`config.mk`:
```
export PLATFORM = sky130hd
export DESIGN_NAME = ddr_ctrl_top
export DESIGN_NICKNAME = d
export VERILOG_FILES = /design/src/logic/ddr_ctrl_pkg.sv /design/src/logic/cmd_gap_timer.sv /design/src/logic/bank_state_fsm.sv /design/src/logic/cmd_sequencer.sv /design/src/logic/data_path.sv /design/src/logic/ddr_ctrl_top.sv
export SDC_FILE = /design/constraint.sdc
export NUM_CORES = 1
export LEC_CHECK = 0
export ABC_AREA = 1
export BUFFER_PORTS_ARGS = -buffer_cell sky130_fd_sc_hd__buf_2
export CAP_MARGIN = 40
export CORE_MARGIN = 4
export CORE_UTILIZATION = 50
export DETAILED_ROUTE_END_ITERATION = 10
export PLACE_DENSITY = 0.89
export RECOVER_POWER = 100
export SLEW_MARGIN = 20
export SYNTH_ARGS = -nofsm -noshare
export SYNTH_HDL_FRONTEND = slang
export SYNTH_HIERARCHICAL = 1
export SYNTH_SLANG_ARGS = --single-unit
```
`constraint.sdc`:
```
create_clock -name CLK -period 5.8 [get_ports CLK]
set_clock_uncertainty 0.2 [all_clocks]
set_input_delay 1.74 -clock CLK [delete_from_list [all_inputs] [get_ports CLK]]
set_output_delay 1.74 -clock CLK [all_outputs]
set_load 0.005 [all_outputs]
```
`src/logic/ddr_ctrl_pkg.sv`:
```
package ddr_ctrl_pkg;

	// memory command encoding
	typedef enum logic [2:0] {
		NOOP = 3'd0,
		ACTV = 3'd1,
		READ = 3'd2,
		WRTE = 3'd3,
		PRCH = 3'd4,
		AREF = 3'd5
	} dram_cmd_e;

	// user access address, row in the top bits
	typedef struct packed {
		logic [12:0] row;
		logic [1:0]  bank;
		logic [12:0] col;
	} dram_addr_t;

	// registered command bus towards the DRAM
	typedef struct packed {
		dram_cmd_e   cmd;
		logic [1:0]  bank;
		logic [12:0] addr;
	} dram_bus_t;

	// wait after each command, in cycles
	localparam logic [3:0] GAP_ACTV = 4'd2;
	localparam logic [3:0] GAP_RW   = 4'd3;
	localparam logic [3:0] GAP_PRCH = 4'd3;
	localparam logic [3:0] GAP_AREF = 4'd15;

	// A10 high on PRCH closes every bank
	localparam logic [12:0] PRCH_ALL_ADDR = 13'h0400;

endpackage

```
`src/logic/cmd_gap_timer.sv`:
```
module cmd_gap_timer (
	input  logic       CLK,
	input  logic       RST,
	input  logic       load,
	input  logic [3:0] gap_val,
	output logic       expired
);

	logic [3:0] cnt;

	assign expired = (cnt == 4'hf);

	always_ff @(posedge CLK)
	begin
		if (!RST)
		begin
			cnt <= 4'hf; // free to issue right away
		end
		else if (load)
		begin
			cnt <= 4'hf - gap_val;
		end
		else if (!expired)
		begin
			cnt <= cnt + 4'd1; // saturates at 15
		end
	end

	// the FSM may only issue once the previous gap is over
	a_load_when_expired: assert property (
		@(posedge CLK) disable iff (!RST)
		load |-> expired
	);

endmodule

```
`src/logic/bank_state_fsm.sv`:
```
module bank_state_fsm
	import ddr_ctrl_pkg::*;
(
	input  logic      CLK,
	input  logic      RST,
	input  logic      want_issue,
	input  dram_cmd_e next_cmd,
	output logic      issue_ok,
	output logic      issued,
	output logic      page_open
);

	dram_cmd_e  last_cmd;
	logic       expired;
	logic [3:0] gap_val;

	assign issue_ok = expired;
	assign issued   = want_issue && issue_ok;

	always_comb
	begin
		case (next_cmd)
			ACTV:       gap_val = GAP_ACTV;
			READ, WRTE: gap_val = GAP_RW;
			PRCH:       gap_val = GAP_PRCH;
			AREF:       gap_val = GAP_AREF;
			default:    gap_val = 4'd0;
		endcase
	end

	cmd_gap_timer u_gap_timer (
		.CLK     (CLK),
		.RST     (RST),
		.load    (issued),
		.gap_val (gap_val),
		.expired (expired)
	);

	always_ff @(posedge CLK)
	begin
		if (!RST)
		begin
			last_cmd  <= NOOP;
			page_open <= 1'b0;
		end
		else if (issued)
		begin
			last_cmd <= next_cmd;
			if (next_cmd == ACTV)
			begin
				page_open <= 1'b1;
			end
			else if (next_cmd == PRCH)
			begin
				page_open <= 1'b0;
			end
		end
	end

	// a page is always closed before a new one is opened
	a_no_actv_on_open: assert property (
		@(posedge CLK) disable iff (!RST)
		(issued && next_cmd == ACTV) |-> !page_open
	);

	// refresh only ever follows the precharge of its own sequence
	a_aref_after_prch: assert property (
		@(posedge CLK) disable iff (!RST)
		(issued && next_cmd == AREF) |-> (last_cmd == PRCH)
	);

endmodule

```
`src/logic/cmd_sequencer.sv`:
```
module cmd_sequencer
	import ddr_ctrl_pkg::*;
(
	input  logic       CLK,
	input  logic       RST,
	input  logic       acc_stb,
	input  dram_addr_t acc_addr,
	input  logic       acc_we,
	input  logic       ref_toggle,
	input  logic       page_open,
	input  logic       issue_ok,
	input  logic       issued,
	output logic       want_issue,
	output dram_cmd_e  next_cmd,
	output logic       idle,
	output dram_bus_t  mem_bus,
	output logic       seq_we
);

	dram_cmd_e   cmd_q [3];
	logic [1:0]  slot_cnt;
	dram_addr_t  acc_q;
	logic        we_q;
	logic [12:0] open_row;
	logic [1:0]  open_bank;
	logic        ref_ack;
	logic        ref_pend;
	logic        hit;
	dram_cmd_e   rw_cmd;
	dram_cmd_e   bus_cmd;
	logic [1:0]  bus_bank;
	logic [12:0] bus_addr;

	assign ref_pend   = ref_toggle ^ ref_ack;
	assign idle       = (slot_cnt == 2'd0) && !ref_pend; // pending refresh blocks access
	assign want_issue = (slot_cnt != 2'd0);
	assign next_cmd   = cmd_q[0];
	assign seq_we     = we_q;
	assign rw_cmd     = acc_we ? WRTE : READ;
	assign hit        = page_open && (acc_addr.row == open_row) &&
	                    (acc_addr.bank == open_bank);
	assign mem_bus    = '{cmd: bus_cmd, bank: bus_bank, addr: bus_addr};

	always_ff @(posedge CLK)
	begin
		if (!RST)
		begin
			cmd_q[0] <= NOOP;
			cmd_q[1] <= NOOP;
			cmd_q[2] <= NOOP;
			slot_cnt <= 2'd0;
			ref_ack  <= ref_toggle; // current level counts as seen
			we_q     <= 1'b0;
		end
		else if (issued)
		begin
			cmd_q[0] <= cmd_q[1];
			cmd_q[1] <= cmd_q[2];
			cmd_q[2] <= NOOP;
			slot_cnt <= slot_cnt - 2'd1;
		end
		else if (slot_cnt == 2'd0 && ref_pend)
		begin
			cmd_q[0] <= PRCH;
			cmd_q[1] <= AREF;
			cmd_q[2] <= NOOP;
			slot_cnt <= 2'd2;
			ref_ack  <= ref_toggle;
		end
		else if (acc_stb && idle)
		begin
			we_q <= acc_we;
			if (hit)
			begin
				cmd_q[0] <= rw_cmd;
				cmd_q[1] <= NOOP;
				cmd_q[2] <= NOOP;
				slot_cnt <= 2'd1;
			end
			else
			begin
				cmd_q[0] <= PRCH;
				cmd_q[1] <= ACTV;
				cmd_q[2] <= rw_cmd;
				slot_cnt <= 2'd3;
			end
		end
	end

	// address and page registers
	always_ff @(posedge CLK)
	begin
		if (acc_stb && idle)
		begin
			acc_q <= acc_addr;
		end
		if (issued && next_cmd == ACTV)
		begin
			open_row  <= acc_q.row;
			open_bank <= acc_q.bank;
		end
	end

	always_ff @(posedge CLK)
	begin
		if (!RST)
		begin
			bus_cmd <= NOOP;
		end
		else
		begin
			bus_cmd <= issued ? next_cmd : NOOP; // one cycle per command
		end
	end

	always_ff @(posedge CLK)
	begin
		if (want_issue && issue_ok)
		begin
			bus_bank <= acc_q.bank;
			case (next_cmd)
				PRCH:       bus_addr <= PRCH_ALL_ADDR;
				ACTV:       bus_addr <= acc_q.row;
				READ, WRTE: bus_addr <= acc_q.col;
				default:    bus_addr <= 13'h0;
			endcase
		end
	end

	// count never runs past the queued commands
	a_slot_no_underflow: assert property (
		@(posedge CLK) disable iff (!RST)
		issued |-> (next_cmd != NOOP)
	);

endmodule

```
`src/logic/data_path.sv`:
```
module data_path
	import ddr_ctrl_pkg::*;
#(
	parameter int DATA_W = 32,
	parameter int RD_LAT = 2
) (
	input  logic              CLK,
	input  logic              RST,
	input  logic              issued,
	input  dram_cmd_e         issued_cmd,
	input  logic [DATA_W-1:0] wdata,
	input  logic [DATA_W-1:0] mem_dq_in,
	output logic [DATA_W-1:0] mem_dq_out,
	output logic              mem_dq_oe,
	output logic [DATA_W-1:0] rd_data,
	output logic              rd_valid
);

	logic              rd_on_bus;
	logic [RD_LAT-1:0] rd_pipe;

	// write side, lines up with WRTE on the bus
	always_ff @(posedge CLK)
	begin
		if (!RST)
		begin
			mem_dq_oe <= 1'b0;
			rd_on_bus <= 1'b0;
		end
		else
		begin
			mem_dq_oe <= issued && (issued_cmd == WRTE);
			rd_on_bus <= issued && (issued_cmd == READ); // READ cycle marker
		end
	end

	always_ff @(posedge CLK)
	begin
		if (issued && issued_cmd == WRTE)
		begin
			mem_dq_out <= wdata;
		end
	end

	// read marker travels RD_LAT cycles behind the READ
	always_ff @(posedge CLK)
	begin
		if (!RST)
		begin
			rd_pipe  <= '0;
			rd_valid <= 1'b0;
		end
		else
		begin
			rd_pipe[0] <= rd_on_bus;
			for (int i = 1; i < RD_LAT; i++)
			begin
				rd_pipe[i] <= rd_pipe[i-1];
			end
			rd_valid <= rd_pipe[RD_LAT-1];
		end
	end

	always_ff @(posedge CLK)
	begin
		if (rd_pipe[RD_LAT-1])
		begin
			rd_data <= mem_dq_in; // sample as the marker arrives
		end
	end

endmodule

```
`src/logic/ddr_ctrl_top.sv`:
```
module ddr_ctrl_top
	import ddr_ctrl_pkg::*;
#(
	parameter int DATA_W = 32,
	parameter int RD_LAT = 2
) (
	input  logic              CLK,
	input  logic              RST,
	input  logic              acc_stb,
	input  dram_addr_t        acc_addr,
	input  logic              acc_we,
	input  logic [DATA_W-1:0] acc_wdata,
	input  logic              ref_toggle,
	input  logic [DATA_W-1:0] mem_dq_in,
	output logic              idle,
	output dram_bus_t         mem_bus,
	output logic [DATA_W-1:0] mem_dq_out,
	output logic              mem_dq_oe,
	output logic [DATA_W-1:0] rd_data,
	output logic              rd_valid
);

	logic      want_issue;
	logic      issue_ok;
	logic      issued;
	logic      page_open;
	dram_cmd_e next_cmd;

	bank_state_fsm u_bank_state (
		.CLK        (CLK),
		.RST        (RST),
		.want_issue (want_issue),
		.next_cmd   (next_cmd),
		.issue_ok   (issue_ok),
		.issued     (issued),
		.page_open  (page_open)
	);

	cmd_sequencer u_sequencer (
		.CLK        (CLK),
		.RST        (RST),
		.acc_stb    (acc_stb),
		.acc_addr   (acc_addr),
		.acc_we     (acc_we),
		.ref_toggle (ref_toggle),
		.page_open  (page_open),
		.issue_ok   (issue_ok),
		.issued     (issued),
		.want_issue (want_issue),
		.next_cmd   (next_cmd),
		.idle       (idle),
		.mem_bus    (mem_bus),
		.seq_we     ()
	);

	data_path #(
		.DATA_W (DATA_W),
		.RD_LAT (RD_LAT)
	) u_data_path (
		.CLK        (CLK),
		.RST        (RST),
		.issued     (issued),
		.issued_cmd (next_cmd),
		.wdata      (acc_wdata),
		.mem_dq_in  (mem_dq_in),
		.mem_dq_out (mem_dq_out),
		.mem_dq_oe  (mem_dq_oe),
		.rd_data    (rd_data),
		.rd_valid   (rd_valid)
	);

endmodule

```
==> results of run 1 <==
layout make-up:
type,instances,area (um^2),share of cell area
clock buffer,17,414,0.0590
inverter,75,282,0.0401
tap,140,175,0.0250
multi-input combinational,205,910,0.130
timing repair buffer,186,821,0.117
clock inverter,15,184,0.0262
sequential,146,4230,0.603
worst paths after layout:
path,depth (start not counted),startpoint,to,slack [ns]
worst min-delay path,2,u_data_path/rd_pipe[0]$_SDFF_PN0_,u_data_path/rd_pipe[1]$_SDFF_PN0_,0.23
worst max register to register,8,u_bank_state/u_gap_timer/cnt[0]$_SDFFE_PN1P_,u_data_path/mem_dq_out[10]$_DFFE_PP_,2.35
worst max-delay path,6,ref_toggle,idle,1.58
worst min register to register,2,u_data_path/rd_pipe[0]$_SDFF_PN0_,u_data_path/rd_pipe[1]$_SDFF_PN0_,0.23
state kept, by name, summed over array words and instances, names as in the netlist:
register and count:
u_sequencer/cmd_q 8, u_data_path/rd_data 32, u_data_path/rd_on_bus 1, u_sequencer/bus_cmd 3
u_sequencer/ref_ack 1, u_sequencer/acc_q 28, u_sequencer/slot_cnt 2, u_sequencer/bus_bank 2
u_sequencer/open_bank 2, u_sequencer/open_row 13, u_bank_state/u_gap_timer/cnt 4, u_data_path/mem_dq_out 32
u_sequencer/bus_addr 13, u_bank_state/page_open 1, u_data_path/rd_pipe 2, u_data_path/rd_valid 1
u_data_path/mem_dq_oe 1
per-stage QoR:
step           area, um^2  hold slack [ns]  utilization  setup WS, ns
6_report             7020            0.226        0.650          1.58
3_5_place_dp         6590            0.218        0.610          1.61
3_3_place_gp         6570            0.197        0.609          1.64
4_1_cts              7180            0.231        0.666          1.61
5_1_grt              7020            0.257        0.650          1.47
2_1_floorplan        5490            0.186            -          1.85
worst max-delay path, delay by kind of cell:
| family | cells | cell delay [ns] |
|---|---|---|
| buffers and inverters | 3 | 0.27 |
| and+or+nand+nor | 3 | 0.26 |
metal layers:
layer  share of wire  up-vias  GRT usage
li1                -     1836          -
met1            0.39     1899      0.265
met2            0.50      182      0.372
met3           0.086       24     0.0722
met4           0.020        0     0.0801
met5               0        -          0
report_power, final:
part	leakage, nW	total (mW)	internal, mW	switching [mW]
logic	1.34	0.460	0.146	0.314
clock network	0.286	1.08	0.659	0.421
registers	1.33	1.39	1.32	0.0752
==> metrics.md, run 1 <==
| Metric | Value |
|---|---|
| Status | `complete, but fails checks` |
| Failing checks | `max-capacitance violations, max-slew violations` |
| Mapped Area | `5490 um^2` |
| Final Wtd Congestion | `0.905` |
| Worst-Margin Slew | `1.77 ns` |
| H-tree levels | `4` |
| Via density | `5.03` |
| F_max | `237 MHz` |
| Crit path arrival time | `2.28 ns` |
| Slew Limit Fails | `67` |
| Placed wire-length estimate | `10,300 um` |
| Final TNS setup | `0 ns` |
| IO Pins | `182` |
| CTS Hold Bufs | `0` |
| Drt wl/cell | `17.7 um` |
| Commonest non-fill, non-tap cell in the layout | `edfxtp_1` |
| Post-CTS Resized | `0` |
| Worst Hold Class | `flip-flop to flip-flop` |
| Largest net degree at the start of global routing | `34` |
| Vias | `3,941` |
| Placed cells | `752` |
| DRC | `0` |
| Chip width | `113 um` |
| Slowest stage delay, CP | `0.11 ns` |
| Pwr/cell area | `418 nW/um^2` |
| YS warnings | `6` |
| Clk root buf | `clkbuf_8` |
| Final Non-Filler Cells | `784` |
| Crit path max fanout | `3` |
| Total GRT Usage | `0.220` |
| Hold Fails Final Rpt | `0` |
| Post-CTS Setup Inserts | `0` |
| Minimum clock period after layout | `4.22 ns` |
| CTS tree | `yes` |
| MaxCap Viol Count | `2` |
| Synthesized area per cell | `12.7 um^2` |
| CTS Buffer Depth | `2` |
| Reg clk slew, reported paths | `0.06 ns` |
| Starting Density | `0.509` |
| Max VDD drop | `0.216 mV` |
| Fill cells | `827` |
| Crit-path slowest cell | `clkbuf_1` |
| Die H | `113 um` |
| Final period util | `0.728` |
| Area Overhead vs Synth | `27.8%` |
| Site row count | `38` |
| Die Area | `12,700 um^2` |
| Starting DRT DRC Count | `381` |
| Most frequent cells in the layout | `131 x edfxtp_1, 98 x buf_2, 97 x nand2_1, 87 x clkbuf_1, 73 x inv_1` |
| Leakage | `2.96 nW` |
| Share of cells above drive strength 1 | `0.222` |
| Critical Path RT | `3.86 ns` |
| CP endpoint kind | `output pin` |
| CORE AREA | `10,800 um^2` |
| Startpoint Class | `input port` |
| Synth Net Count | `531` |
| Cells after synthesis | `432` |
| Total grt overflow | `0` |
| I/O Buffers | `181` |
| Via count of the first global-routing pass | `3,883` |
| Antenna-violating nets left | `0` |
| Diodes inserted | `0` |
| Worst skew pair latency | `0.51 ns` |
| Layout Nets | `730` |
| Initial antenna violation count | `0` |
| Setup CP Type | `input port to output pin` |
| DRT Pass-1 Iters | `5` |
| Final Setup Violations | `0` |
| CTS Sinks | `146` |
| Crit-path cells | `clkbuf_1 > inv_1 > nand2_1 > nand2_1 > nor2_1 > clkbuf_1` |
| Max transition margin | `-0.183` |
| Final wirelength | `13,800 um` |
| First-pass GRT wire length | `21,000 um` |
| RSZ-0062 raised after global routing | `false` |
| Total Power | `2.93 mW` |
| CTS buffer count | `17` |
No activity file was read; power rests on OpenSTA's default activity.
==> inputs of run 2 (changes only) <==
--- a/config.mk
+++ b/config.mk
@@ -9,9 +9,9 @@
 export BUFFER_PORTS_ARGS = -buffer_cell sky130_fd_sc_hd__buf_2
 export CAP_MARGIN = 40
 export CORE_MARGIN = 4
-export CORE_UTILIZATION = 50
+export CORE_UTILIZATION = 45
 export DETAILED_ROUTE_END_ITERATION = 10
-export PLACE_DENSITY = 0.89
+export PLACE_DENSITY = 0.85
 export RECOVER_POWER = 100
 export SLEW_MARGIN = 20
 export SYNTH_ARGS = -nofsm -noshare
==> constraint.sdc (replaced) <==
create_clock -name CLK -period 3.65 [get_ports CLK]
set_clock_uncertainty 0.2 [all_clocks]
set_input_delay 1.095 -clock CLK [delete_from_list [all_inputs] [get_ports CLK]]
set_output_delay 1.095 -clock CLK [all_outputs]
set_load 0.005 [all_outputs]
==> run 2 against run 1 <==
Compared with the run above: the flow still finishes with violations (max-capacitance violations, max-slew violations); first-iteration DRC count is 10% lower; highest routed layer unchanged; total power is 54% higher; worst setup slack lost 0.87 ns; non-clock buffer count unchanged; final cell count is 0.89% higher; sequential power up 59%; sequential share of layout area rose by 0.25 points; wire length is 8.2% lower; critical path depth stayed put; largest cell class unchanged; clock power is 47% higher; register-to-register slack got worse by 1.5 ns; via count down 4.3%.
==> metrics.md, run 2 (synthesis gave the netlist of run 1 again) <==
| Metric | Value |
|---|---|
| Status | `complete, but fails checks` |
| Failing checks | `max-capacitance violations, max-slew violations` |
| CTS buffer count | `17 (unchanged)` |
| Starting DRT DRC Count | `343 (-10%)` |
| Total GRT Usage | `0.182 (-0.0377)` |
| RSZ-0062 raised after global routing | `false` |
| Diodes inserted | `0 (unchanged)` |
| RR Endpoint | `u_sequencer/open_row[2]$_DFFE_PP_` |
| Place WS | `0.750 ns (-0.861 ns)` |
| Slowest stage delay, CP | `0.12 ns (about the same)` |
| Placed wire-length estimate | `9450 um (-8.3%)` |
| Cell mode on critical path | `nand2_1` |
| Area Overhead vs Synth | `27.3%` |
| MaxCap Viol Count | `2 (unchanged)` |
| Layout Nets | `730 (unchanged)` |
| Leakage | `2.95 nW (about the same)` |
| DRC | `0 (unchanged)` |
| CORE AREA | `12,000 um^2 (+11%)` |
| Antenna-violating nets left | `0 (unchanged)` |
| Min-delay src | `u_data_path/rd_on_bus$_SDFF_PN0_` |
| Fin util | `0.584 (-0.0659)` |
| Site row count | `40 (+5.3%)` |
| Commonest non-fill, non-tap cell in the layout | `edfxtp_1` |
| Critical Path RT | `2.35 ns (-1.51 ns)` |
| Final Wtd Congestion | `0.881 (-2.7%)` |
| Via density | `4.77 (-5.1%)` |
| Final period util | `0.806` |
| Final WS setup | `0.709 ns (-0.870 ns)` |
| Initial antenna violation count | `0 (unchanged)` |
| Minimum clock period after layout | `2.94 ns` |
| Reg clk slew, reported paths | `0.06 ns (about the same)` |
| CTS Buffer Depth | `2 (unchanged)` |
| Starting Density | `0.459 (-0.0497)` |
| Total grt overflow | `0 (unchanged)` |
| Setup CP Type | `input port to output pin` |
| Clk root buf | `clkbuf_16` |
| CTS Hold Bufs | `0 (unchanged)` |
| CTS Sinks | `146 (unchanged)` |
| Final TNS setup | `0 ns (unchanged)` |
| R2R setup slack | `0.85 ns (-1.50 ns)` |
| Worst skew pair latency | `0.42 ns (-0.09 ns)` |
| Max transition margin | `-0.0836 (+0.0992)` |
| Crit-path slowest cell | `clkbuf_1` |
| R2R depth | `8 (unchanged)` |
| Final wirelength | `12,700 um (-8.2%)` |
| Via count of the first global-routing pass | `3,795 (-2.3%)` |
| Hold endpoint | `u_data_path/rd_pipe[0]$_SDFF_PN0_` |
| Hold Fails Final Rpt | `0 (unchanged)` |
| Placed cells | `759 (+0.93%)` |
| Start of the worst register-to-register path | `u_bank_state/u_gap_timer/cnt[0]$_SDFFE_PN1P_` |
| Pwr/cell area | `647 nW/um^2 (+55%)` |
| Biggest regs | `u_data_path/mem_dq_out x32, u_data_path/rd_data x32, u_sequencer/acc_q x28` |
| Vias | `3,773 (-4.3%)` |
| Slew Limit Fails | `62 (-7.5%)` |
| Fill cells | `957 (+16%)` |
| Worst-Margin Slew | `1.63 ns (-0.149 ns)` |
| DP Area | `6590 um^2 (about the same)` |
| CP endpoint kind | `output pin` |
| Most frequent cells in the layout | `131 x edfxtp_1, 104 x buf_2, 98 x nand2_1, 80 x clkbuf_1, 72 x inv_1` |
| Finished Cell Area | `6990 um^2 (-0.41%)` |
| Post-CTS Setup Inserts | `0 (unchanged)` |
| Chip width | `118 um (+5.0%)` |
| CTS tree | `yes` |
| Final Non-Filler Cells | `791 (+0.89%)` |
| Share of cells above drive strength 1 | `0.236 (+0.0140)` |
| Max VDD drop | `0.385 mV (+78%)` |
| Worst Hold Class | `flip-flop to flip-flop` |
| H-tree levels | `4 (unchanged)` |
| I/O Buffers | `181 (unchanged)` |
| Post-CTS Resized | `0 (unchanged)` |
| Crit path arrival time | `1.65 ns (-0.63 ns)` |
| Hold Path Stages | `2 (unchanged)` |
| F_max | `340 MHz` |
| IO Pins | `182 (unchanged)` |
| Startpoint Class | `input port` |
| Largest net degree at the start of global routing | `33 (-2.9%)` |
| Die Area | `14,000 um^2 (+10%)` |
| Die H | `118 um (+5.0%)` |
| Crit path launch | `ref_toggle` |
| Crit path max fanout | `3 (unchanged)` |
| Crit-path cells | `clkbuf_1 > inv_1 > nand2_1 > nand2_1 > nor2_1 > clkbuf_2` |
| DRT Pass-1 Iters | `5 (unchanged)` |
| Fin Hold WS | `0.213 ns (-0.0126 ns)` |
| First-pass GRT wire length | `19,600 um (-6.9%)` |
| Drt wl/cell | `16.1 um (-9.0%)` |
| Final Setup Violations | `0 (unchanged)` |
| Total Power | `4.52 mW (+54%)` |
[run 2: final cells by class]
type	instances	area, um^2	area share
Timing Repair Buffer	186	831	0.119
Multi-Input combinational cell	205	908	0.130
Clock inverter	15	126	0.0181
Clock buffer	17	425	0.0609
Inverter	75	282	0.0403
Tap cell	147	184	0.0263
Sequential cell	146	4230	0.606
[run 2: worst max-delay path, delay by kind of cell]
kind                   cells  cell delay, ns
buffers and inverters      3            0.29
and+or+nand+nor            3            0.25
[run 2: layer usage]
| metal | track usage | vias to the layer above | part of all wire | routed length (um) |
|---|---|---|---|---|
| met5 | 0 | - | 0 | 0 |
| met4 | 0.0724 | 0 | 0.016 | 203 |
| met3 | 0.0651 | 14 | 0.079 | 1000 |
| met2 | 0.317 | 159 | 0.51 | 6450 |
| met1 | 0.206 | 1766 | 0.40 | 5060 |
| li1 | - | 1834 | - | - |
[run 2: power breakdown]
| group | switching [mW] | total (mW) | internal, mW | leakage (nW) |
|---|---|---|---|---|
| clock network | 0.706 | 1.59 | 0.886 | 0.262 |
| logic | 0.489 | 0.720 | 0.232 | 1.36 |
| registers | 0.116 | 2.21 | 2.09 | 1.33 |
[run 2: how the worst max path moves through the flow]
stage | slack, ns | end
4_1_cts | 0.75 | idle
3_3_place_gp | 0.78 | idle
6_report | 0.71 | idle
3_5_place_dp | 0.75 | idle
2_1_floorplan | 0.56 | u_data_path/mem_dq_out[0]$_DFFE_PP_
5_1_grt | 0.53 | u_sequencer/acc_q[19]$_DFFE_PN_
